**src/source/ahb_lite_pkg.sv**
```systemverilog
// AHB-Lite bus encodings
// Transfer types, the word size code and the response values used by
// the slave front end and by the testbench master

`default_nettype none

package ahb_lite_pkg;

  // HTRANS encoding
  typedef enum logic [1:0] {
    htrans_idle   = 2'b00,
    htrans_busy   = 2'b01,
    htrans_nonseq = 2'b10,
    htrans_seq    = 2'b11
  } htrans_e;

  // HSIZE code of a full 32-bit word
  localparam logic [2:0] hsize_word = 3'b010;

  // HRESP values
  localparam logic hresp_okay  = 1'b0;
  localparam logic hresp_error = 1'b1;

endpackage

`default_nettype wire

```
**src/source/timer_pkg.sv**
```systemverilog
// Timer peripheral definitions
// Channel count, bus widths and the register map of the timer

`default_nettype none

package timer_pkg;

  // Number of compare channels
  localparam int timers = 3;

  // Bus widths
  localparam int haddr_size = 16;
  localparam int hdata_size = 32;

  // Word index of a register
  localparam int reg_idx_size = 5;
  typedef logic [reg_idx_size-1:0] reg_idx_t;

  ////////////////////////////////////////////////////////////
  // Register map, byte offsets
  ////////////////////////////////////////////////////////////
  localparam logic [haddr_size-1:0] reg_ctrl         = 16'h0000;
  localparam logic [haddr_size-1:0] reg_prescale     = 16'h0004;
  localparam logic [haddr_size-1:0] reg_mtime        = 16'h0008;
  localparam logic [haddr_size-1:0] reg_ien          = 16'h000C;
  localparam logic [haddr_size-1:0] reg_ipend        = 16'h0010;
  localparam logic [haddr_size-1:0] reg_timecmp_base = 16'h0020;

  // Compare registers come out of reset at the far end of time
  localparam logic [hdata_size-1:0] cmp_reset = '1;

  // Byte address to word index, the two low bits are dropped
  function automatic reg_idx_t reg_index(input logic [haddr_size-1:0] addr);
    return reg_idx_t'(addr >> 2);
  endfunction

endpackage

`default_nettype wire

```
**src/source/timer_reg_if.sv**
```systemverilog
// Timer register access interface
// Carries one decoded register access per data phase from the AHB
// front end to the register bank, read data comes back combinationally

`timescale 1ns/1ps
`default_nettype none

interface timer_reg_if
  import timer_pkg::*;
();

  // Access strobe, high for one data phase
  logic                  valid;
  logic                  write;
  // Word index of the target register
  reg_idx_t              idx;
  logic [hdata_size-1:0] wdata;
  // Read data for idx, no register stage
  logic [hdata_size-1:0] rdata;

  // Bus front end side
  modport bus (output valid, output write, output idx, output wdata, input rdata);

  // Register bank side
  modport regs (input valid, input write, input idx, input wdata, output rdata);

endinterface

`default_nettype wire

```
**src/source/timer_ahb_slave.sv**
```systemverilog
// AHB-Lite slave front end of the timer
// Captures the address phase, accepts word accesses with no wait state
// and answers any other size with the two-cycle ERROR response

`timescale 1ns/1ps
`default_nettype none

module timer_ahb_slave
  import ahb_lite_pkg::*;
  import timer_pkg::*;
(
  input  wire logic                  hclk,
  input  wire logic                  rst_n,
  input  wire logic                  hsel,
  input  wire logic [haddr_size-1:0] haddr,
  input  wire logic [hdata_size-1:0] hwdata,
  input  wire logic                  hwrite,
  input  wire logic [2:0]            hsize,
  input  wire logic [1:0]            htrans,
  input  wire logic                  hready,
  output logic      [hdata_size-1:0] hrdata,
  output logic                       hreadyout,
  output logic                       hresp,
  timer_reg_if.bus                   reg_bus
);

  // Response state of the data phase
  typedef enum logic [1:0] {
    st_okay,
    st_err_wait,
    st_err_last
  } state_e;

  state_e   state;
  logic     accept;
  logic     size_ok;
  logic     dp_valid;
  logic     dp_write;
  reg_idx_t dp_idx;

  ////////////////////////////////////////////////////////////
  // Address phase
  ////////////////////////////////////////////////////////////

  // NONSEQ or SEQ to this slave while the bus is ready
  assign accept  = hsel && hready &&
                   ((htrans == htrans_nonseq) || (htrans == htrans_seq));
  assign size_ok = (hsize == hsize_word);

  always_ff @(posedge hclk) begin
    if (!rst_n) begin
      state    <= st_okay;
      dp_valid <= 1'b0;
    end else begin
      // Only a word access reaches the register bank
      dp_valid <= accept && size_ok;
      case (state)
        // First error cycle always moves on to the second
        st_err_wait: state <= st_err_last;
        default:     state <= (accept && !size_ok) ? st_err_wait : st_okay;
      endcase
    end
  end

  // Address phase payload
  always_ff @(posedge hclk) begin
    if (accept) begin
      dp_idx   <= reg_index(haddr);
      dp_write <= hwrite;
    end
  end

  ////////////////////////////////////////////////////////////
  // Data phase
  ////////////////////////////////////////////////////////////
  assign reg_bus.valid = dp_valid;
  assign reg_bus.write = dp_write;
  assign reg_bus.idx   = dp_idx;
  // Write data arrives during the data phase
  assign reg_bus.wdata = hwdata;

  assign hrdata    = (dp_valid && !dp_write) ? reg_bus.rdata : '0;
  // Stall only in the first error cycle
  assign hreadyout = (state != st_err_wait);
  assign hresp     = (state == st_okay) ? hresp_okay : hresp_error;

  // The bus sees a register access complete in its own data phase
  a_valid_ready : assert property (@(posedge hclk) disable iff (!rst_n)
    reg_bus.valid |-> hready);

endmodule

`default_nettype wire

```
**src/source/timer_regs.sv**
```systemverilog
// Timer register bank
// Control, prescaler, interrupt enable and compare registers, the read
// multiplexer for the register map and the registered interrupt output

`timescale 1ns/1ps
`default_nettype none

module timer_regs
  import timer_pkg::*;
(
  input  wire logic                              hclk,
  input  wire logic                              rst_n,
  input  wire logic [hdata_size-1:0]             mtime,
  input  wire logic [timers-1:0]                 ipend,
  timer_reg_if.regs                              reg_bus,
  output logic                                   enable,
  output logic      [hdata_size-1:0]             prescale,
  output logic                                   mtime_load,
  output logic      [hdata_size-1:0]             mtime_wdata,
  output logic      [timers-1:0][hdata_size-1:0] timecmp,
  output logic                                   tint
);

  logic              wr_en;
  logic [timers-1:0] ien;

  // Write strobe for the addressed register
  assign wr_en = reg_bus.valid && reg_bus.write;

  ////////////////////////////////////////////////////////////
  // Register writes
  ////////////////////////////////////////////////////////////
  always_ff @(posedge hclk) begin
    if (!rst_n) begin
      enable   <= 1'b0;
      prescale <= '0;
      ien      <= '0;
      timecmp  <= {timers{cmp_reset}};
    end else if (wr_en) begin
      case (reg_bus.idx)
        // Bit 0 is the only control bit
        reg_index(reg_ctrl):     enable   <= reg_bus.wdata[0];
        reg_index(reg_prescale): prescale <= reg_bus.wdata;
        reg_index(reg_ien):      ien      <= reg_bus.wdata[timers-1:0];
        default: ;
      endcase
      // Compare n sits one word above compare n-1
      for (int n = 0; n < timers; n++) begin
        if (reg_bus.idx == reg_index(reg_timecmp_base) + reg_idx_t'(n)) begin
          timecmp[n] <= reg_bus.wdata;
        end
      end
    end
  end

  // The counter itself lives in the core, a write becomes a load strobe
  always_ff @(posedge hclk) begin
    if (!rst_n) begin
      mtime_load <= 1'b0;
    end else begin
      mtime_load <= wr_en && (reg_bus.idx == reg_index(reg_mtime));
    end
  end

  // Load value, taken along with the strobe
  always_ff @(posedge hclk) begin
    mtime_wdata <= reg_bus.wdata;
  end

  ////////////////////////////////////////////////////////////
  // Read multiplexer
  ////////////////////////////////////////////////////////////
  always_comb begin
    // Unmapped words read as zero
    reg_bus.rdata = '0;
    case (reg_bus.idx)
      reg_index(reg_ctrl):     reg_bus.rdata = hdata_size'(enable);
      reg_index(reg_prescale): reg_bus.rdata = prescale;
      reg_index(reg_mtime):    reg_bus.rdata = mtime;
      reg_index(reg_ien):      reg_bus.rdata = hdata_size'(ien);
      // Pending flags come straight from the comparators
      reg_index(reg_ipend):    reg_bus.rdata = hdata_size'(ipend);
      default: ;
    endcase
    for (int n = 0; n < timers; n++) begin
      if (reg_bus.idx == reg_index(reg_timecmp_base) + reg_idx_t'(n)) begin
        reg_bus.rdata = timecmp[n];
      end
    end
  end

  ////////////////////////////////////////////////////////////
  // Interrupt
  ////////////////////////////////////////////////////////////

  // One clock behind the masked pending flags
  always_ff @(posedge hclk) begin
    if (!rst_n) begin
      tint <= 1'b0;
    end else begin
      tint <= |(ipend & ien);
    end
  end

  // Each bus write produces a single load pulse
  a_load_pulse : assert property (@(posedge hclk) disable iff (!rst_n)
    mtime_load |=> !mtime_load);

endmodule

`default_nettype wire

```
**src/source/timer_core.sv**
```systemverilog
// Timer core
// Prescaled free-running time counter and one comparator per channel
// producing the pending flags

`timescale 1ns/1ps
`default_nettype none

module timer_core
  import timer_pkg::*;
(
  input  wire logic                              hclk,
  input  wire logic                              rst_n,
  input  wire logic                              enable,
  input  wire logic [hdata_size-1:0]             prescale,
  input  wire logic                              mtime_load,
  input  wire logic [hdata_size-1:0]             mtime_wdata,
  input  wire logic [timers-1:0][hdata_size-1:0] timecmp,
  output logic      [hdata_size-1:0]             mtime,
  output logic      [timers-1:0]                 ipend
);

  logic [hdata_size-1:0] presc_cnt;
  logic                  tick;

  ////////////////////////////////////////////////////////////
  // Prescaler
  ////////////////////////////////////////////////////////////

  // A smaller prescale written mid-count still ends the period
  assign tick = enable && (presc_cnt >= prescale);

  always_ff @(posedge hclk) begin
    if (!rst_n || !enable || tick) begin
      presc_cnt <= '0;
    end else begin
      presc_cnt <= presc_cnt + 1'b1;
    end
  end

  // Time counter, a bus load wins over the tick
  always_ff @(posedge hclk) begin
    if (!rst_n) begin
      mtime <= '0;
    end else if (mtime_load) begin
      mtime <= mtime_wdata;
    end else if (tick) begin
      mtime <= mtime + 1'b1;
    end
  end

  // Pending while time has reached the compare value
  always_comb begin
    for (int n = 0; n < timers; n++) begin
      ipend[n] = (mtime >= timecmp[n]);
    end
  end

  // Time only moves when counting or loaded
  a_mtime_hold : assert property (@(posedge hclk) disable iff (!rst_n)
    (!enable && !mtime_load) |=> $stable(mtime));

endmodule

`default_nettype wire

```
**src/source/peripheral_timer_tl.sv**
```systemverilog
// AHB-Lite timer peripheral, top level
// Bus slave, register bank and timer core behind plain AHB-Lite ports

`timescale 1ns/1ps
`default_nettype none

module peripheral_timer_tl
  import timer_pkg::*;
(
  input  wire logic                  hclk,
  input  wire logic                  rst_n,
  // AHB-Lite slave port
  input  wire logic                  hsel,
  input  wire logic [haddr_size-1:0] haddr,
  input  wire logic [hdata_size-1:0] hwdata,
  output wire logic [hdata_size-1:0] hrdata,
  input  wire logic                  hwrite,
  input  wire logic [2:0]            hsize,
  // Burst, protection and lock carry no meaning for this slave
  input  wire logic [2:0]            hburst,
  input  wire logic [3:0]            hprot,
  input  wire logic [1:0]            htrans,
  input  wire logic                  hmastlock,
  input  wire logic                  hready,
  output wire logic                  hreadyout,
  output wire logic                  hresp,
  // Timer interrupt
  output wire logic                  tint
);

  // Configuration towards the core
  logic                              enable;
  logic [hdata_size-1:0]             prescale;
  logic                              mtime_load;
  logic [hdata_size-1:0]             mtime_wdata;
  logic [timers-1:0][hdata_size-1:0] timecmp;
  // Status back from the core
  logic [hdata_size-1:0]             mtime;
  logic [timers-1:0]                 ipend;

  timer_reg_if reg_bus ();

  timer_ahb_slave u_ahb_slave (
    .hclk, .rst_n, .hsel, .haddr, .hwdata, .hwrite, .hsize, .htrans, .hready,
    .hrdata, .hreadyout, .hresp,
    .reg_bus (reg_bus.bus)
  );

  timer_regs u_regs (
    .hclk, .rst_n, .mtime, .ipend,
    .reg_bus (reg_bus.regs),
    .enable, .prescale, .mtime_load, .mtime_wdata, .timecmp, .tint
  );

  timer_core u_core (
    .hclk, .rst_n, .enable, .prescale, .mtime_load, .mtime_wdata, .timecmp,
    .mtime, .ipend
  );

endmodule

`default_nettype wire

```
**config.mk**
```make
export PLATFORM = sky130hd
export DESIGN_NAME = peripheral_timer_tl
export DESIGN_NICKNAME = d
export VERILOG_FILES = /design/src/source/ahb_lite_pkg.sv /design/src/source/timer_pkg.sv /design/src/source/timer_reg_if.sv /design/src/source/timer_ahb_slave.sv /design/src/source/timer_regs.sv /design/src/source/timer_core.sv /design/src/source/peripheral_timer_tl.sv
export SDC_FILE = /design/constraint.sdc
export NUM_CORES = 1
export LEC_CHECK = 0
export BUFFER_PORTS_ARGS = -buffer_cell sky130_fd_sc_hd__buf_2
export CAP_MARGIN = 10
export CORE_MARGIN = 2
export CORE_UTILIZATION = 49
export DETAILED_ROUTE_END_ITERATION = 10
export PLACE_DENSITY = 0.67
export SKIP_CTS_REPAIR_TIMING = 1
export SLEW_MARGIN = 20
export SYNTH_ARGS = -nofsm -noshare
export SYNTH_HDL_FRONTEND = slang
export SYNTH_SLANG_ARGS = --single-unit
```
**constraint.sdc**
```tcl
create_clock -name hclk -period 3.4 [get_ports hclk]
set_clock_uncertainty 0.15 [all_clocks]
set_input_delay 0.34 -clock hclk [delete_from_list [all_inputs] [get_ports hclk]]
set_output_delay 0.34 -clock hclk [all_outputs]
set_load 0.005 [all_outputs]
```
* Word-level counts from Yosys, hierarchy flattened *
Index checks and enable logic that the tools add are counted.

storage, ports and cells
  output and inout bits = 35
  register bits = 239
  input bits = 66

cells by class
  magnitude comparators = 4
  equal/unequal tests = 12
  reductions and logical operators = 26
  add/subtract/negate cells = 2
  bitwise operators = 2
  multiplexer cells = 10

operators by type and width
  operator                                                count
  2-to-1 mux 32 bit                                       6
  one-hot mux 32 bit (5 select lines)                     1
  >= comparator 32 bit                                    4
  adder 32 x 1 -> 32 bit (second input constant)          2
  equality test 5 x 4 -> 1 bit (second input constant)    3
  AND reduction 2 bit                                     6
  equality test 5 x 2 -> 1 bit (second input constant)    2
  logical AND 1 bit                                       8
  equality test 5 x 1 -> 1 bit (second input constant)    1
  equality test 5 x 3 -> 1 bit (second input constant)    1
  logical NOT 5 bit                                       1
  equality test 2 bit (second input constant)             2
  logical NOT 1 bit                                       4
  AND 3 bit                                               1
  equality test 3 x 2 -> 1 bit (second input constant)    1
  logical OR 1 bit                                        3
  OR reduction 3 bit                                      1
  equality test 2 x 1 -> 1 bit (second input constant)    1
  logical NOT 2 bit                                       1
  2-to-1 mux 1 bit                                        2
  2-to-1 mux 2 bit                                        1
  inequality test 2 x 1 -> 1 bit (second input constant)  1
  nonzero test 2 bit                                      1
  OR reduction 2 bit                                      1
  inverter 1 bit                                          1

* Longest topological paths before layout *
  word-level depth = 6
  mapped depth = 11

* By module *
A second synthesis with hierarchy kept.

unflattened totals
  cell total of the unflattened synthesis = 1714
  area total of the unflattened synthesis = 13636.8 µm²

by module, submodules not included
  module           area an instance (µm²)  cells an instance  instances
  timer_regs       6507.5                  797                1
  timer_core       6321.1                  831                1
  timer_ahb_slave  808.3                   86                 1

* Least setup slack after synthesis *
OpenSTA, ideal clock, no wires.

  kind = register to output
  from = reg u_core.mtime[0]
  to = out hrdata[0]
  required time = 2.910 ns
  arrival time = 2.194 ns
  setup slack = 0.716 ns
  cell stages (with the launch flop) = 11
  cells stage by stage = dfxtp_1 > inv_1 > ha_1 > nand2b_1 > a2111o_1 > a31oi_1 > o21ai_0 > a211o_1 > a211oi_1 > or2_2 > a221oi_1

between the ends
  word-level cells in the longest chain between the ends = 6

ends and longest elaborated chain
  item                                     RTL line                   text
  start, declared                          timer_core.sv:18           output logic [hdata_size-1:0] mtime,
  start signal, assigned                   timer_core.sv:45           mtime <= mtime_wdata;
  start signal, assigned                   timer_core.sv:47           mtime <= mtime + 1'b1;
  >= comparator 32 bit                     timer_core.sv:54           ipend[n] = (mtime >= timecmp[n]);
  one-hot mux 32 bit (5 select lines) (*)  timer_regs.sv:76           case (reg_bus.idx)
  2-to-1 mux 32 bit (*) (3 in series)      timer_regs.sv:86           if (reg_bus.idx == reg_index(reg_timecmp_base) + reg_idx_t'(n)) begin
  2-to-1 mux 32 bit (*)                    timer_ahb_slave.sv:82      assign hrdata = (dp_valid && !dp_write) ? reg_bus.rdata : '0;
  end, declared                            peripheral_timer_tl.sv:16  output wire logic [hdata_size-1:0] hrdata,

Mark *: on every way between the ends. The rest lies on a longest branch, timed or not.

* Worst setup path in the final report *
  from = reg u_regs.timecmp[34] (netlist bit)
  to = out hrdata[1]

between the ends
  word-level cells in the longest chain between the ends = 6

ends and longest elaborated chain
  item                                 RTL line               text
  start, declared                      timer_regs.sv:20       output logic [timers-1:0][hdata_size-1:0] timecmp,
  start signal, assigned               timer_regs.sv:38       timecmp <= {timers{cmp_reset}};
  start signal, assigned by index      timer_regs.sv:50       timecmp[n] <= reg_bus.wdata;
  >= comparator 32 bit                 timer_core.sv:54
  one-hot mux 32 bit (5 select lines)  timer_regs.sv:76
  2-to-1 mux 32 bit (3 in series)      timer_regs.sv:86
  2-to-1 mux 32 bit                    timer_ahb_slave.sv:82

Every way passes these cells.

==> metrics.yaml <==
area_growth_pct: 20.9
min_to: "u_ahb_slave.reg_bus.valid"
reg2reg_from: "u_core.presc_cnt[22]"
drc_errors: 0
totalWireLength_um: 38400
hpwl_um: 26500
endpoint_kind: "output pin"
grt_max_degree: 53
stdcell_count: 2025
slew_headroom_pct: 50.8
violations: "negative hold slack, negative setup slack"
fin_ws_ns: -0.0763
crit_chain: "inv_2 > ha_4 > a21o_1 > a31oi_4 > o211ai_1 > a2111oi_2 > o21ai_1 > a211oi_2 > buf_4 > or2_4 > a221oi_2 > buf_2"
place_ws_ns: 0.0547
crit_fanout: 2
syn_inst: 1555
nNetsFinal: 1866
clock_latency_ns: 0.53
ys_types: 55
routed_via_density: 5.77
dp_cells: 1933
cts_tree: "built"
fin_crit_ns: 3.48
gp_congestion: 0.875
syn_avg_cell_area_um2: 8.21
root_buffer: "clkbuf_16"
reg2reg_slack_ns: 0.27
start_util_pct: 49.4
grt_setup_unrepaired: "yes"
clk_pin_slew_ns: 0.06
synth_ff_type: "dfxtp_1"
cp.required_ns: 2.91
reg2reg_depth: 9
critPathLaunch: "u_regs.timecmp[34]"
vdd_drop_max_uv: 383
final_cell_mix: "nand2_1 (265), dfxtp_1 (210), inv_1 (130)"
ys_async_sr_fraction_pct: 0
min_period_over_period_pct: 102
min_path_type: "in2reg"
numPortBuffers: 80
cts_max_level: 1
synth_warnings: 0
tightest_slew_ns: 0.732
synth_area_mm2: 0.0128
cts.sinks: 239
drt_iter0_drc: 1094
yosysSeqAreaShare_pct: 37.9
dieArea_mm2: 0.0274
leakage_nw: 6.80
drive_gt1_share_pct: 16.0
max_freq_mhz: 288
critical_path_class: "reg2out"
die_w_um: 165
min_from: "hsize[2]"
final_common_cell: "nand2_1"
drv_slew: 0
max-cap-violations: 0
rr_endpoint: "u_core.mtime[15]"
syn_nets: 1751
ys_ff_latch: 239
finalSetupViolations: 2
cp-start-kind: "register"
grt_overflow: 0
holdPathStages: 3
track_usage_pct: 27.4
cp.arrival_ns: 2.99
n_antenna_cell: 0
pin_count: 101
status: "complete, but fails checks"
antenna_found_initial: 0
drtPass1Iterations: 6
grt_pass1_vias: 11000
num_vias: 11700
grt_pass1_wl_um: 58900
crit_path_max_incr_delay_ns: 0.43
final_core_util_pct: 59.8
max-clock-path-buffers: 3
die_y_um: 165
fillers: 2281
synth-edff-count: 6
hold_violations: 2
wl_per_cell_um: 19.0
cts_buffers: 27
hold_ws_ns: -0.00493
ant_nets: 0
crit_path_top_delay_cell: "a2111oi_2"
power.density_mw_per_mm2: 399
core_area_mm2: 0.0258
placementRows: 59
-- report_power, final --
group / internal [mW] / total, mW / switching (mW)
Sequential: 2.83 / 2.85 / 0.0134
Clock: 1.90 / 3.10 / 1.20
Combinational: 0.0801 / 0.212 / 0.132
Total: 4.81 / 6.15 / 1.34
-- state kept, by name (all words and copies together), names as in the netlist --
| register | count |
|---|---|
| u_regs.timecmp | 96 |
| u_core.mtime | 32 |
| u_core.presc_cnt | 32 |
| u_regs.mtime_wdata | 32 |
| u_regs.prescale | 32 |
| u_ahb_slave.reg_bus.idx | 5 |
| u_regs.ien | 3 |
| u_ahb_slave.state | 2 |
| u_ahb_slave.reg_bus.valid | 1 |
| u_ahb_slave.reg_bus.write | 1 |
| u_regs.enable | 1 |
| u_regs.mtime_load | 1 |
| u_regs.tint | 1 |
-- layout make-up --
cell class / instances / area [um^2] / share of cell area (%)
Inverter: 140 / 528 / 3.42
Timing Repair Buffer: 170 / 1220 / 7.92
Sequential cell: 239 / 4880 / 31.6
Clock buffer: 35 / 776 / 5.02
Tap cell: 335 / 419 / 2.71
Clock inverter: 14 / 170 / 1.10
Multi-Input combinational cell: 1092 / 7440 / 48.2
-- synthesized netlist by cell type (6+ instances only) --
cell / number / area share, %
nor3b_1: 6 / 0.35
and3_1: 12 / 0.59
a21o_1: 20 / 1.2
o211ai_1: 99 / 5.8
and4_1: 8 / 0.55
ha_1: 130 / 13
nor2b_1: 7 / 0.34
edfxtp_1: 6 / 1.4
nor3_1: 30 / 1.2
xnor2_1: 40 / 2.7
nor4_1: 6 / 0.29
a222oi_1: 23 / 1.8
nand3_1: 42 / 1.6
o21ai_0: 88 / 3.4
a21oi_1: 119 / 4.7
buf_2: 6 / 0.24
nand2b_1: 6 / 0.29
dfxtp_1: 233 / 37
nand2_1: 267 / 7.8
nor2_1: 70 / 2.1
inv_1: 140 / 4.1
xor2_1: 20 / 1.4
a211oi_1: 13 / 0.76
nand4_1: 23 / 1.1
clkbuf_1: 77 / 2.3
mux2i_1: 7 / 0.55
-- worst max path at each step --
| stage | to | slack (ns) | cells past startpoint |
|---|---|---|---|
| floorplan | hrdata[0] | 0.72 | 10 |
| global placement | hrdata[0] | 0.16 | 11 |
| detailed placement | hrdata[0] | 0.05 | 11 |
| CTS | hrdata[0] | -0.53 | 11 |
| global route | hrdata[1] | -0.22 | 12 |
| finish | hrdata[1] | -0.08 | 12 |
-- kinds of logic after synthesis --
kind of cell / after synthesis / share of synthesized area (%)
AO/OA/AOI/OAI: 394 / 19.9
XOR/XNOR: 60 / 4.12
adder cells (fa/ha/maj): 130 / 12.7
buffers and inverters: 224 / 6.64
flip-flops: 239 / 37.9
multiplexers: 9 / 0.813
AND/OR/NAND/NOR: 499 / 17.9
-- per-stage QoR --
stage	instance area (um^2)	total power [mW]	setup TNS, ns
4_1_cts	14700	6.16	-1.25
6_report	15400	6.15	-0.152
3_5_place_dp	13700	3.08	0
2_1_floorplan	12800	2.98	0
3_3_place_gp	13700	3.08	0
5_1_grt	15400	6.31	-0.518
-- critical path: cells and delay by family, from the launching register on --
| kind | cells | cell delay (ns) |
|---|---|---|
| buf+inv | 3 | 0.36 |
| flops | 1 | 0.34 |
| simple gates | 1 | 0.12 |
| compound gates | 7 | 1.40 |
| fa+ha+maj | 1 | 0.24 |
-- routing by layer --
| layer | up-vias | wire length, um | global-route usage [%] |
|---|---|---|---|
| li1 | 5710 | - | - |
| met1 | 5514 | 16700 | 35.9 |
| met2 | 376 | 18000 | 45.9 |
| met3 | 94 | 2160 | 3.75 |
| met4 | 0 | 1520 | 10.5 |
| met5 | - | 0 | 0 |
No activity file was read; power rests on OpenSTA's default activity.
